$ cat src/logic/jtag_pkg.sv
// Widths of the JTAG side of the design
package jtag_pkg;

    // Bits per character shifted through the USER data register
    localparam int byte_width = 8;

    // Width of the result register read back on tdo
    localparam int result_width = 16;

endpackage

$ cat src/logic/grid_pkg.sv
// Puzzle encodings and limits
package grid_pkg;

    // Character codes in the inbound stream
    localparam logic [7:0] char_rop     = 8'h40;
    localparam logic [7:0] char_empty   = 8'h2E;
    localparam logic [7:0] char_newline = 8'h0A;

    // A roll is accessible when fewer neighbours than this hold rolls
    localparam int accessible_limit = 4;

    // Line buffer depth, the widest row the design accepts
    localparam int default_max_row_width = 160;

endpackage

$ cat src/logic/tap_decoder.sv
`timescale 1ns/100ps

module tap_decoder
    import jtag_pkg::*;
(
    input  logic                  tck,
    input  logic                  rst,
    // TAP state levels
    input  logic                  tdi,
    input  logic                  ir_is_user,
    input  logic                  shift_dr,
    input  logic                  update_dr,
    // Deserialized byte stream
    output logic                  valid,
    output logic [byte_width-1:0] data
);

    localparam int bit_cnt_width = $clog2(byte_width);

    logic [bit_cnt_width-1:0] bit_cnt;
    logic                     user_shift;

    assign user_shift = ir_is_user && shift_dr;

    // LSB arrives first, so new bits enter at the top
    always_ff @(posedge tck) begin
        if (user_shift) begin
            data <= {tdi, data[byte_width-1:1]};
        end
    end

    always_ff @(posedge tck) begin
        if (rst) begin
            bit_cnt <= '0;
            valid   <= 1'b0;
        end else begin
            valid <= user_shift && (bit_cnt == bit_cnt_width'(byte_width - 1));
            // Update ends the scan, a partial byte is dropped
            if (update_dr) begin
                bit_cnt <= '0;
            end else if (user_shift) begin
                bit_cnt <= bit_cnt + bit_cnt_width'(1);
            end
        end
    end

    // Byte completes only on the edge after a shift cycle
    assert property (@(posedge tck) disable iff (rst)
        valid |-> $past(shift_dr));

endmodule

$ cat src/logic/input_decoder.sv
`timescale 1ns/100ps

module input_decoder
    import jtag_pkg::*;
    import grid_pkg::*;
(
    input  logic                  tck,
    input  logic                  rst,
    // Inbound byte stream
    input  logic                  byte_valid,
    input  logic [byte_width-1:0] byte_data,
    // Cell stream
    output logic                  cell_last,
    output logic                  cell_valid,
    output logic                  cell_rop,
    output logic                  grid_end
);

    logic is_rop;
    logic is_cell;
    logic is_newline;

    // One cell held back until we know whether it ends the row
    logic pend_valid;
    logic pend_rop;
    logic newline_seen;

    always_comb begin
        is_rop     = (byte_data == char_rop);
        is_cell    = is_rop || (byte_data == char_empty);
        is_newline = (byte_data == char_newline);
    end

    always_ff @(posedge tck) begin
        if (rst) begin
            pend_valid   <= 1'b0;
            newline_seen <= 1'b0;
            cell_valid   <= 1'b0;
            cell_last    <= 1'b0;
            grid_end     <= 1'b0;
        end else begin
            cell_valid <= 1'b0;
            cell_last  <= 1'b0;
            grid_end   <= 1'b0;
            if (byte_valid && is_cell) begin
                cell_valid   <= pend_valid;
                pend_valid   <= 1'b1;
                newline_seen <= 1'b0;
            end else if (byte_valid && is_newline) begin
                // Release the pending cell as the row end
                cell_valid   <= pend_valid;
                cell_last    <= pend_valid;
                pend_valid   <= 1'b0;
                // Blank line closes the grid
                grid_end     <= !pend_valid && newline_seen;
                newline_seen <= pend_valid || !newline_seen;
            end
        end
    end

    always_ff @(posedge tck) begin
        if (byte_valid && (is_cell || is_newline)) begin
            cell_rop <= pend_rop;
        end
        if (byte_valid && is_cell) begin
            pend_rop <= is_rop;
        end
    end

    // Row end only travels with a cell
    assert property (@(posedge tck) disable iff (rst)
        cell_last |-> cell_valid);

endmodule

$ cat src/logic/adjacent_rop_counter.sv
`timescale 1ns/100ps

module adjacent_rop_counter
    import grid_pkg::*;
#(
    parameter int max_row_width   = default_max_row_width,
    parameter int count_rop_width = 3
) (
    input  logic                       tck,
    input  logic                       rst,
    // Binary row data
    input  logic                       bin_last,
    input  logic                       bin_valid,
    input  logic                       bin_rop,
    input  logic                       grid_end,
    // Neighbour counts, one row behind the input
    output logic                       count_last,
    output logic                       count_valid,
    output logic [count_rop_width-1:0] count_rop,
    output logic                       count_cell,
    output logic                       count_done
);

    localparam int col_width = $clog2(max_row_width);
    // Top bit alone marks a saturated count
    localparam int rop_sat   = 2 ** (count_rop_width - 1);

    localparam logic [1:0] st_first = 2'd0;
    localparam logic [1:0] st_rows  = 2'd1;
    localparam logic [1:0] st_flush = 2'd2;
    localparam logic [1:0] st_done  = 2'd3;

    logic [1:0]           state;
    logic [col_width-1:0] col;
    logic [col_width-1:0] last_col;

    // Row above and row being emitted
    logic prev_row [max_row_width];
    logic cur_row  [max_row_width];

    // Window columns, bit 2 top, bit 1 centre row, bit 0 bottom
    logic [2:0] win_l;
    logic [2:0] win_c;
    logic [2:0] win_r;

    logic                       tail;
    logic                       flushing;
    logic                       step;
    logic                       step_last;
    logic                       advance;
    logic                       new_bot;
    logic                       emit;
    logic [3:0]                 neighbours;
    logic [count_rop_width-1:0] sat_count;

    assign flushing  = (state == st_flush);
    // One column of the three rows enters the window per step
    assign step      = flushing || (state == st_rows && bin_valid);
    assign advance   = step || (state == st_first && bin_valid);
    assign step_last = flushing ? (col == last_col) : bin_last;
    // Below the final row everything is empty
    assign new_bot   = !flushing && bin_rop;

    // Right edge of the row is empty
    assign win_r = tail ? 3'b000 : {prev_row[col], cur_row[col], new_bot};
    assign emit  = tail || (step && col != '0);

    assign neighbours = 4'(win_l[2]) + 4'(win_l[1]) + 4'(win_l[0])
                      + 4'(win_c[2]) + 4'(win_c[0])
                      + 4'(win_r[2]) + 4'(win_r[1]) + 4'(win_r[0]);

    assign sat_count = (neighbours >= 4'(rop_sat)) ? count_rop_width'(rop_sat)
                                                   : count_rop_width'(neighbours);

    always_ff @(posedge tck) begin
        if (state == st_first && bin_valid) begin
            prev_row[col] <= 1'b0;
            cur_row[col]  <= bin_rop;
        end else if (step) begin
            prev_row[col] <= cur_row[col];
            cur_row[col]  <= new_bot;
        end
    end

    always_ff @(posedge tck) begin
        if (step) begin
            // Left edge of the row is empty
            win_l <= (col == '0) ? 3'b000 : win_c;
            win_c <= win_r;
        end
        if (bin_valid && bin_last) begin
            last_col <= col;
        end
        if (emit) begin
            count_rop  <= sat_count;
            count_cell <= win_c[1];
        end
    end

    always_ff @(posedge tck) begin
        if (rst) begin
            state       <= st_first;
            col         <= '0;
            tail        <= 1'b0;
            count_valid <= 1'b0;
            count_last  <= 1'b0;
            count_done  <= 1'b0;
        end else begin
            count_valid <= emit;
            count_last  <= tail;
            count_done  <= 1'b0;
            // Last column still needs its own cycle
            tail        <= step && step_last;
            if (advance) begin
                col <= step_last ? '0 : col + col_width'(1);
            end
            case (state)
                st_first: begin
                    if (bin_valid && bin_last) begin
                        state <= st_rows;
                    end else if (grid_end) begin
                        // Grid without rows
                        count_done <= 1'b1;
                    end
                end
                st_rows: begin
                    if (grid_end) begin
                        state <= st_flush;
                    end
                end
                st_flush: begin
                    if (step_last) begin
                        state <= st_done;
                    end
                end
                default: begin
                    // Wait for the tail count to leave
                    if (!tail) begin
                        count_done <= 1'b1;
                        state      <= st_first;
                    end
                end
            endcase
        end
    end

    // Rows must fit the line buffers
    assert property (@(posedge tck) disable iff (rst)
        (advance && col == col_width'(max_row_width - 1)) |-> step_last);

    assert property (@(posedge tck) disable iff (rst)
        count_valid |-> count_rop <= count_rop_width'(rop_sat));

endmodule

$ cat src/logic/accessible_counter.sv
`timescale 1ns/100ps

module accessible_counter
    import jtag_pkg::*;
    import grid_pkg::*;
#(
    parameter int count_rop_width = 3
) (
    input  logic                       tck,
    input  logic                       rst,
    // Neighbour counts per cell
    input  logic                       count_valid,
    input  logic [count_rop_width-1:0] count_rop,
    input  logic                       count_cell,
    input  logic                       count_done,
    // Count of the last finished grid
    output logic [result_width-1:0]    result
);

    logic [result_width-1:0] running;
    logic                    accessible;

    assign accessible = count_valid && count_cell
                        && (count_rop < count_rop_width'(accessible_limit));

    always_ff @(posedge tck) begin
        if (rst) begin
            running <= '0;
            result  <= '0;
        end else if (count_done) begin
            result  <= running;
            running <= '0;
        end else if (accessible) begin
            running <= running + result_width'(1);
        end
    end

endmodule

$ cat src/logic/tap_encoder.sv
`timescale 1ns/100ps

module tap_encoder
    import jtag_pkg::*;
(
    input  logic                    tck,
    input  logic                    rst,
    // TAP state levels
    input  logic                    ir_is_user,
    input  logic                    capture_dr,
    input  logic                    shift_dr,
    input  logic                    tdi,
    // Value to report
    input  logic [result_width-1:0] data,
    output logic                    tdo
);

    logic [result_width-1:0] shift_reg;

    always_ff @(posedge tck) begin
        if (rst) begin
            shift_reg <= '0;
        end else if (ir_is_user) begin
            if (capture_dr) begin
                shift_reg <= data;
            end else if (shift_dr) begin
                // LSB leaves first, tdi fills from the top
                shift_reg <= {tdi, shift_reg[result_width-1:1]};
            end
        end
    end

    assign tdo = shift_reg[0];

endmodule

$ cat src/logic/user_logic.sv
`timescale 1ns/100ps

module user_logic
    import jtag_pkg::*;
    import grid_pkg::*;
#(
    parameter int max_row_width   = default_max_row_width,
    // Neighbour count saturates at 4, three bits
    parameter int count_rop_width = 3
) (
    input  logic tck,
    input  logic rst,
    input  logic tdi,
    output logic tdo,
    input  logic ir_is_user,
    input  logic capture_dr,
    input  logic shift_dr,
    input  logic update_dr
);

    logic                       inbound_valid;
    logic [byte_width-1:0]      inbound_data;

    logic                       cell_last;
    logic                       cell_valid;
    logic                       cell_rop;
    logic                       grid_end;

    logic                       count_valid;
    logic [count_rop_width-1:0] count_rop;
    logic                       count_cell;
    logic                       count_done;

    logic [result_width-1:0]    result;

    tap_decoder tap_decoder_i (
        .tck        (tck),
        .rst        (rst),
        .tdi        (tdi),
        .ir_is_user (ir_is_user),
        .shift_dr   (shift_dr),
        .update_dr  (update_dr),
        .valid      (inbound_valid),
        .data       (inbound_data)
    );

    input_decoder input_decoder_i (
        .tck        (tck),
        .rst        (rst),
        .byte_valid (inbound_valid),
        .byte_data  (inbound_data),
        .cell_last  (cell_last),
        .cell_valid (cell_valid),
        .cell_rop   (cell_rop),
        .grid_end   (grid_end)
    );

    adjacent_rop_counter #(
        .max_row_width   (max_row_width),
        .count_rop_width (count_rop_width)
    ) adjacent_rop_counter_i (
        .tck         (tck),
        .rst         (rst),
        .bin_last    (cell_last),
        .bin_valid   (cell_valid),
        .bin_rop     (cell_rop),
        .grid_end    (grid_end),
        .count_last  (),
        .count_valid (count_valid),
        .count_rop   (count_rop),
        .count_cell  (count_cell),
        .count_done  (count_done)
    );

    accessible_counter #(
        .count_rop_width (count_rop_width)
    ) accessible_counter_i (
        .tck         (tck),
        .rst         (rst),
        .count_valid (count_valid),
        .count_rop   (count_rop),
        .count_cell  (count_cell),
        .count_done  (count_done),
        .result      (result)
    );

    tap_encoder tap_encoder_i (
        .tck        (tck),
        .rst        (rst),
        .ir_is_user (ir_is_user),
        .capture_dr (capture_dr),
        .shift_dr   (shift_dr),
        .tdi        (tdi),
        .data       (result),
        .tdo        (tdo)
    );

endmodule

$ cat config.mk
export PLATFORM = sky130hd
export DESIGN_NAME = user_logic
export DESIGN_NICKNAME = d
export VERILOG_FILES = /design/src/logic/jtag_pkg.sv /design/src/logic/grid_pkg.sv /design/src/logic/tap_decoder.sv /design/src/logic/input_decoder.sv /design/src/logic/adjacent_rop_counter.sv /design/src/logic/accessible_counter.sv /design/src/logic/tap_encoder.sv /design/src/logic/user_logic.sv
export SDC_FILE = /design/constraint.sdc
export NUM_CORES = 1
export LEC_CHECK = 0
export BUFFER_PORTS_ARGS = -buffer_cell sky130_fd_sc_hd__buf_2
export CAP_MARGIN = 20
export CORE_MARGIN = 2
export CORE_UTILIZATION = 50
export CTS_CLUSTER_DIAMETER = 200
export DETAILED_ROUTE_END_ITERATION = 12
export PLACE_DENSITY_LB_ADDON = 0.15
export SLEW_MARGIN = 5
export SYNTH_ARGS = -nofsm -noshare
export SYNTH_HDL_FRONTEND = slang
export SYNTH_SLANG_ARGS = --single-unit
$ cat constraint.sdc
create_clock -name tck -period 15.68 [get_ports tck]
set_clock_uncertainty 0.05 [all_clocks]
set_input_delay 0.784 -clock tck [delete_from_list [all_inputs] [get_ports tck]]
set_output_delay 0.784 -clock tck [all_outputs]
set_load 0.1 [all_outputs]
==> results.md <==
* Core footprint at between 0.03 and 0.04 mm²
* Final hold vios at 0
* Synthesized flop and latch total at around 420
* All-Layer GR Usage at 20.9%
* IO Port Bufs at 7
* Vias at 9257
* Max Fclk at roughly 190 MHz
* Die Height at 190 µm
* CP arrival at 5480 ps
* Slew headroom at 28.9%
* Die W at 190 µm
* Detailed placer's ending HPWL at 21500 µm
* Num CTS Buffers at 45
* Fillers at 2762
* Share of async-settable or async-resettable flops after synthesis at 0%
* Layout cells sized above 1 at 16.2%
* CP Launch Type: flip-flop
* Top FF cell, synth: edfxtp_1
* Actual slew at the worst max-slew pin at 1060 ps
* Clock-pin slew on the worst setup and hold paths at 60 ps
* Total Routed Length at ~36000 µm
* Required @ worst endpoint at 15920 ps
* Post-synthesis sequential area ratio at 68.9%
* CTS H-tree depth at 2
* Clk root buf: clkbuf_16
* Endpoints failing setup at 0
* Minimum clock period at 5240 ps
* EDFF count, synth at 346
* Detail Route Antenna Nets at 0
* Pwr Density at roughly 120 mW/mm²
* Fin nets at 1138
* Leakage power at 6.15 nW
* Synth area leader: edfxtp_1
* Full die area at 0.0362 mm²
* Post-Syn Area per Cell at about 16 µm²
* Run status: finished, final reports clean
* Ports at 8
* Vias in the first global route at roughly 9400
* Number of core rows at between 60 and 70
* Global route overflow at 0
* First-pass GRT wire length at 56300 µm
* DRC viols at 0
* Critical Path Fanout Max at 44
* Cells after Synth at around 1100
* Net Count, Synth at 1139
* Initial Utilization at 50.5%
* Fin crit share at roughly 33%
* Syn-to-layout area delta at 10.2%
* Bufs on Longest Clock Path at 3
* Hold Path Class: reg2reg
* WL/cell at around 23 µm
* Initial DRC count at 836
* Synthesized cell area at 0.0173 mm²
* Pre-antenna DRT Iters at 5
* Hold_buf cts at 0
* Largest regs: adjacent_rop_counter_i.cur_row (160), adjacent_rop_counter_i.prev_row (160)
* Critical path class: reg2reg
* # clock sinks at ~420
* Post-CTS setup buffers at 0
* CTS tree: done
* Post-cts sizing count at 0
* RSZ-0062 raised after global routing: false
* Max cap viols at 0
* Top cells by area, synth: edfxtp_1, mux4_2, dfxtp_1
* Final Max Slew Viols at 0
* Setup crit end kind: flip-flop
* Initial antenna violation count at 0
* Power, Total at about 0.0022 W
* Netlist cell types at 51
* Commonest non-fill, non-tap cell in the layout: edfxtp_1
* # diodes at 0
* Warnings, synthesis at 0
* Final TNS setup at 0 ps
* Drt via density at 5.78
* Commonest cells after routing, fill and taps aside: edfxtp_1, nor2_1, mux4_2
* Largest net degree at the start of global routing at 93
* RD Place Congestion at 0.783
* Maximum vdd ir drop at roughly 84 µV
* Top-area cell type share of the netlist area at 59.9%
* Clk_lat worst skew at around 540 ps
kinds of logic after synthesis:
kind of cell             Yosys count  share of synthesized area (%)
XOR/XNOR                          31                           1.57
flip-flops                       424                           68.9
AO/OA/AOI/OAI                     54                           2.26
buffers and inverters             84                           2.07
adder cells (fa/ha/maj)           17                           1.31
multiplexers                     138                           14.6
AND/OR/NAND/NOR                  367                           9.24
final cells by class:
class,instances,area [µm²],share of cell area [%]
multi-input cells,607,5050,26.4
inverters,19,71.3,0.373
clock inverters,18,134,0.700
repair buffers,17,118,0.615
flip-flops and latches,424,12000,62.5
clock buffers,62,1220,6.38
well taps,455,569,2.98
synthesized netlist by cell type (all sizes together) (16+ instances only):
master and count:
inv 18, nand3 25, a211oi 19, dfxtp 78
mux2i 38, nand2 34, mux4 91, edfxtp 346
nor2b 16, clkbuf 41, xor2 24, buf 24
nor2 236
stage by stage:
step                hold WS (ps)  area [µm²]  util (%)  std cells  worst slack (ps)
detailed placement           358       17700      51.6       1521             10320
finish                       369       19100      55.6       1602             10440
global route                 382       19100      55.6       1602             10050
global placement             356       17700      51.6       1521             10350
CTS                          372       19100      55.6       1601             10310
floorplan                    350       17300         -       1115              6970
worst max-delay path, stage by stage (launching register included):
cell and delay, ps:
dfxtp_4 820, buf_4 780, mux4_2 600, mux4_2 470, a311oi_1 260, nand3_1 160, nand3_1 150, fa_1 440
fa_1 490, inv_1 40, ha_1 170, a211o_1 280, a41o_1 200
routing by layer:
metal	track usage (%)	routed length, µm
met5	0	0
met3	3.59	1880
met2	33.2	17400
met1	29.8	16200
met4	6.29	828
power breakdown:
part	switching [W]	internal, W	leakage, nW
combinational	0.0000263	0.0000182	1.60
sequential	0.00000489	0.00121	3.88
clock	0.000410	0.000574	0.672
total	0.000441	0.00180	6.15
final timing paths:
kind	startpoint	end	slack (ps)	depth (start not counted)
worst max-delay path	flip-flop	adjacent_rop_counter_i.count_rop[2]	10440	12
worst min-delay path	input_decoder_i.pend_rop	input_decoder_i.cell_rop	370	0
worst max register to register	flip-flop	adjacent_rop_counter_i.count_rop[2]	10440	12
worst min register to register	input_decoder_i.pend_rop	input_decoder_i.cell_rop	370	0
Note: power is estimated with default switching activity, not from simulation.
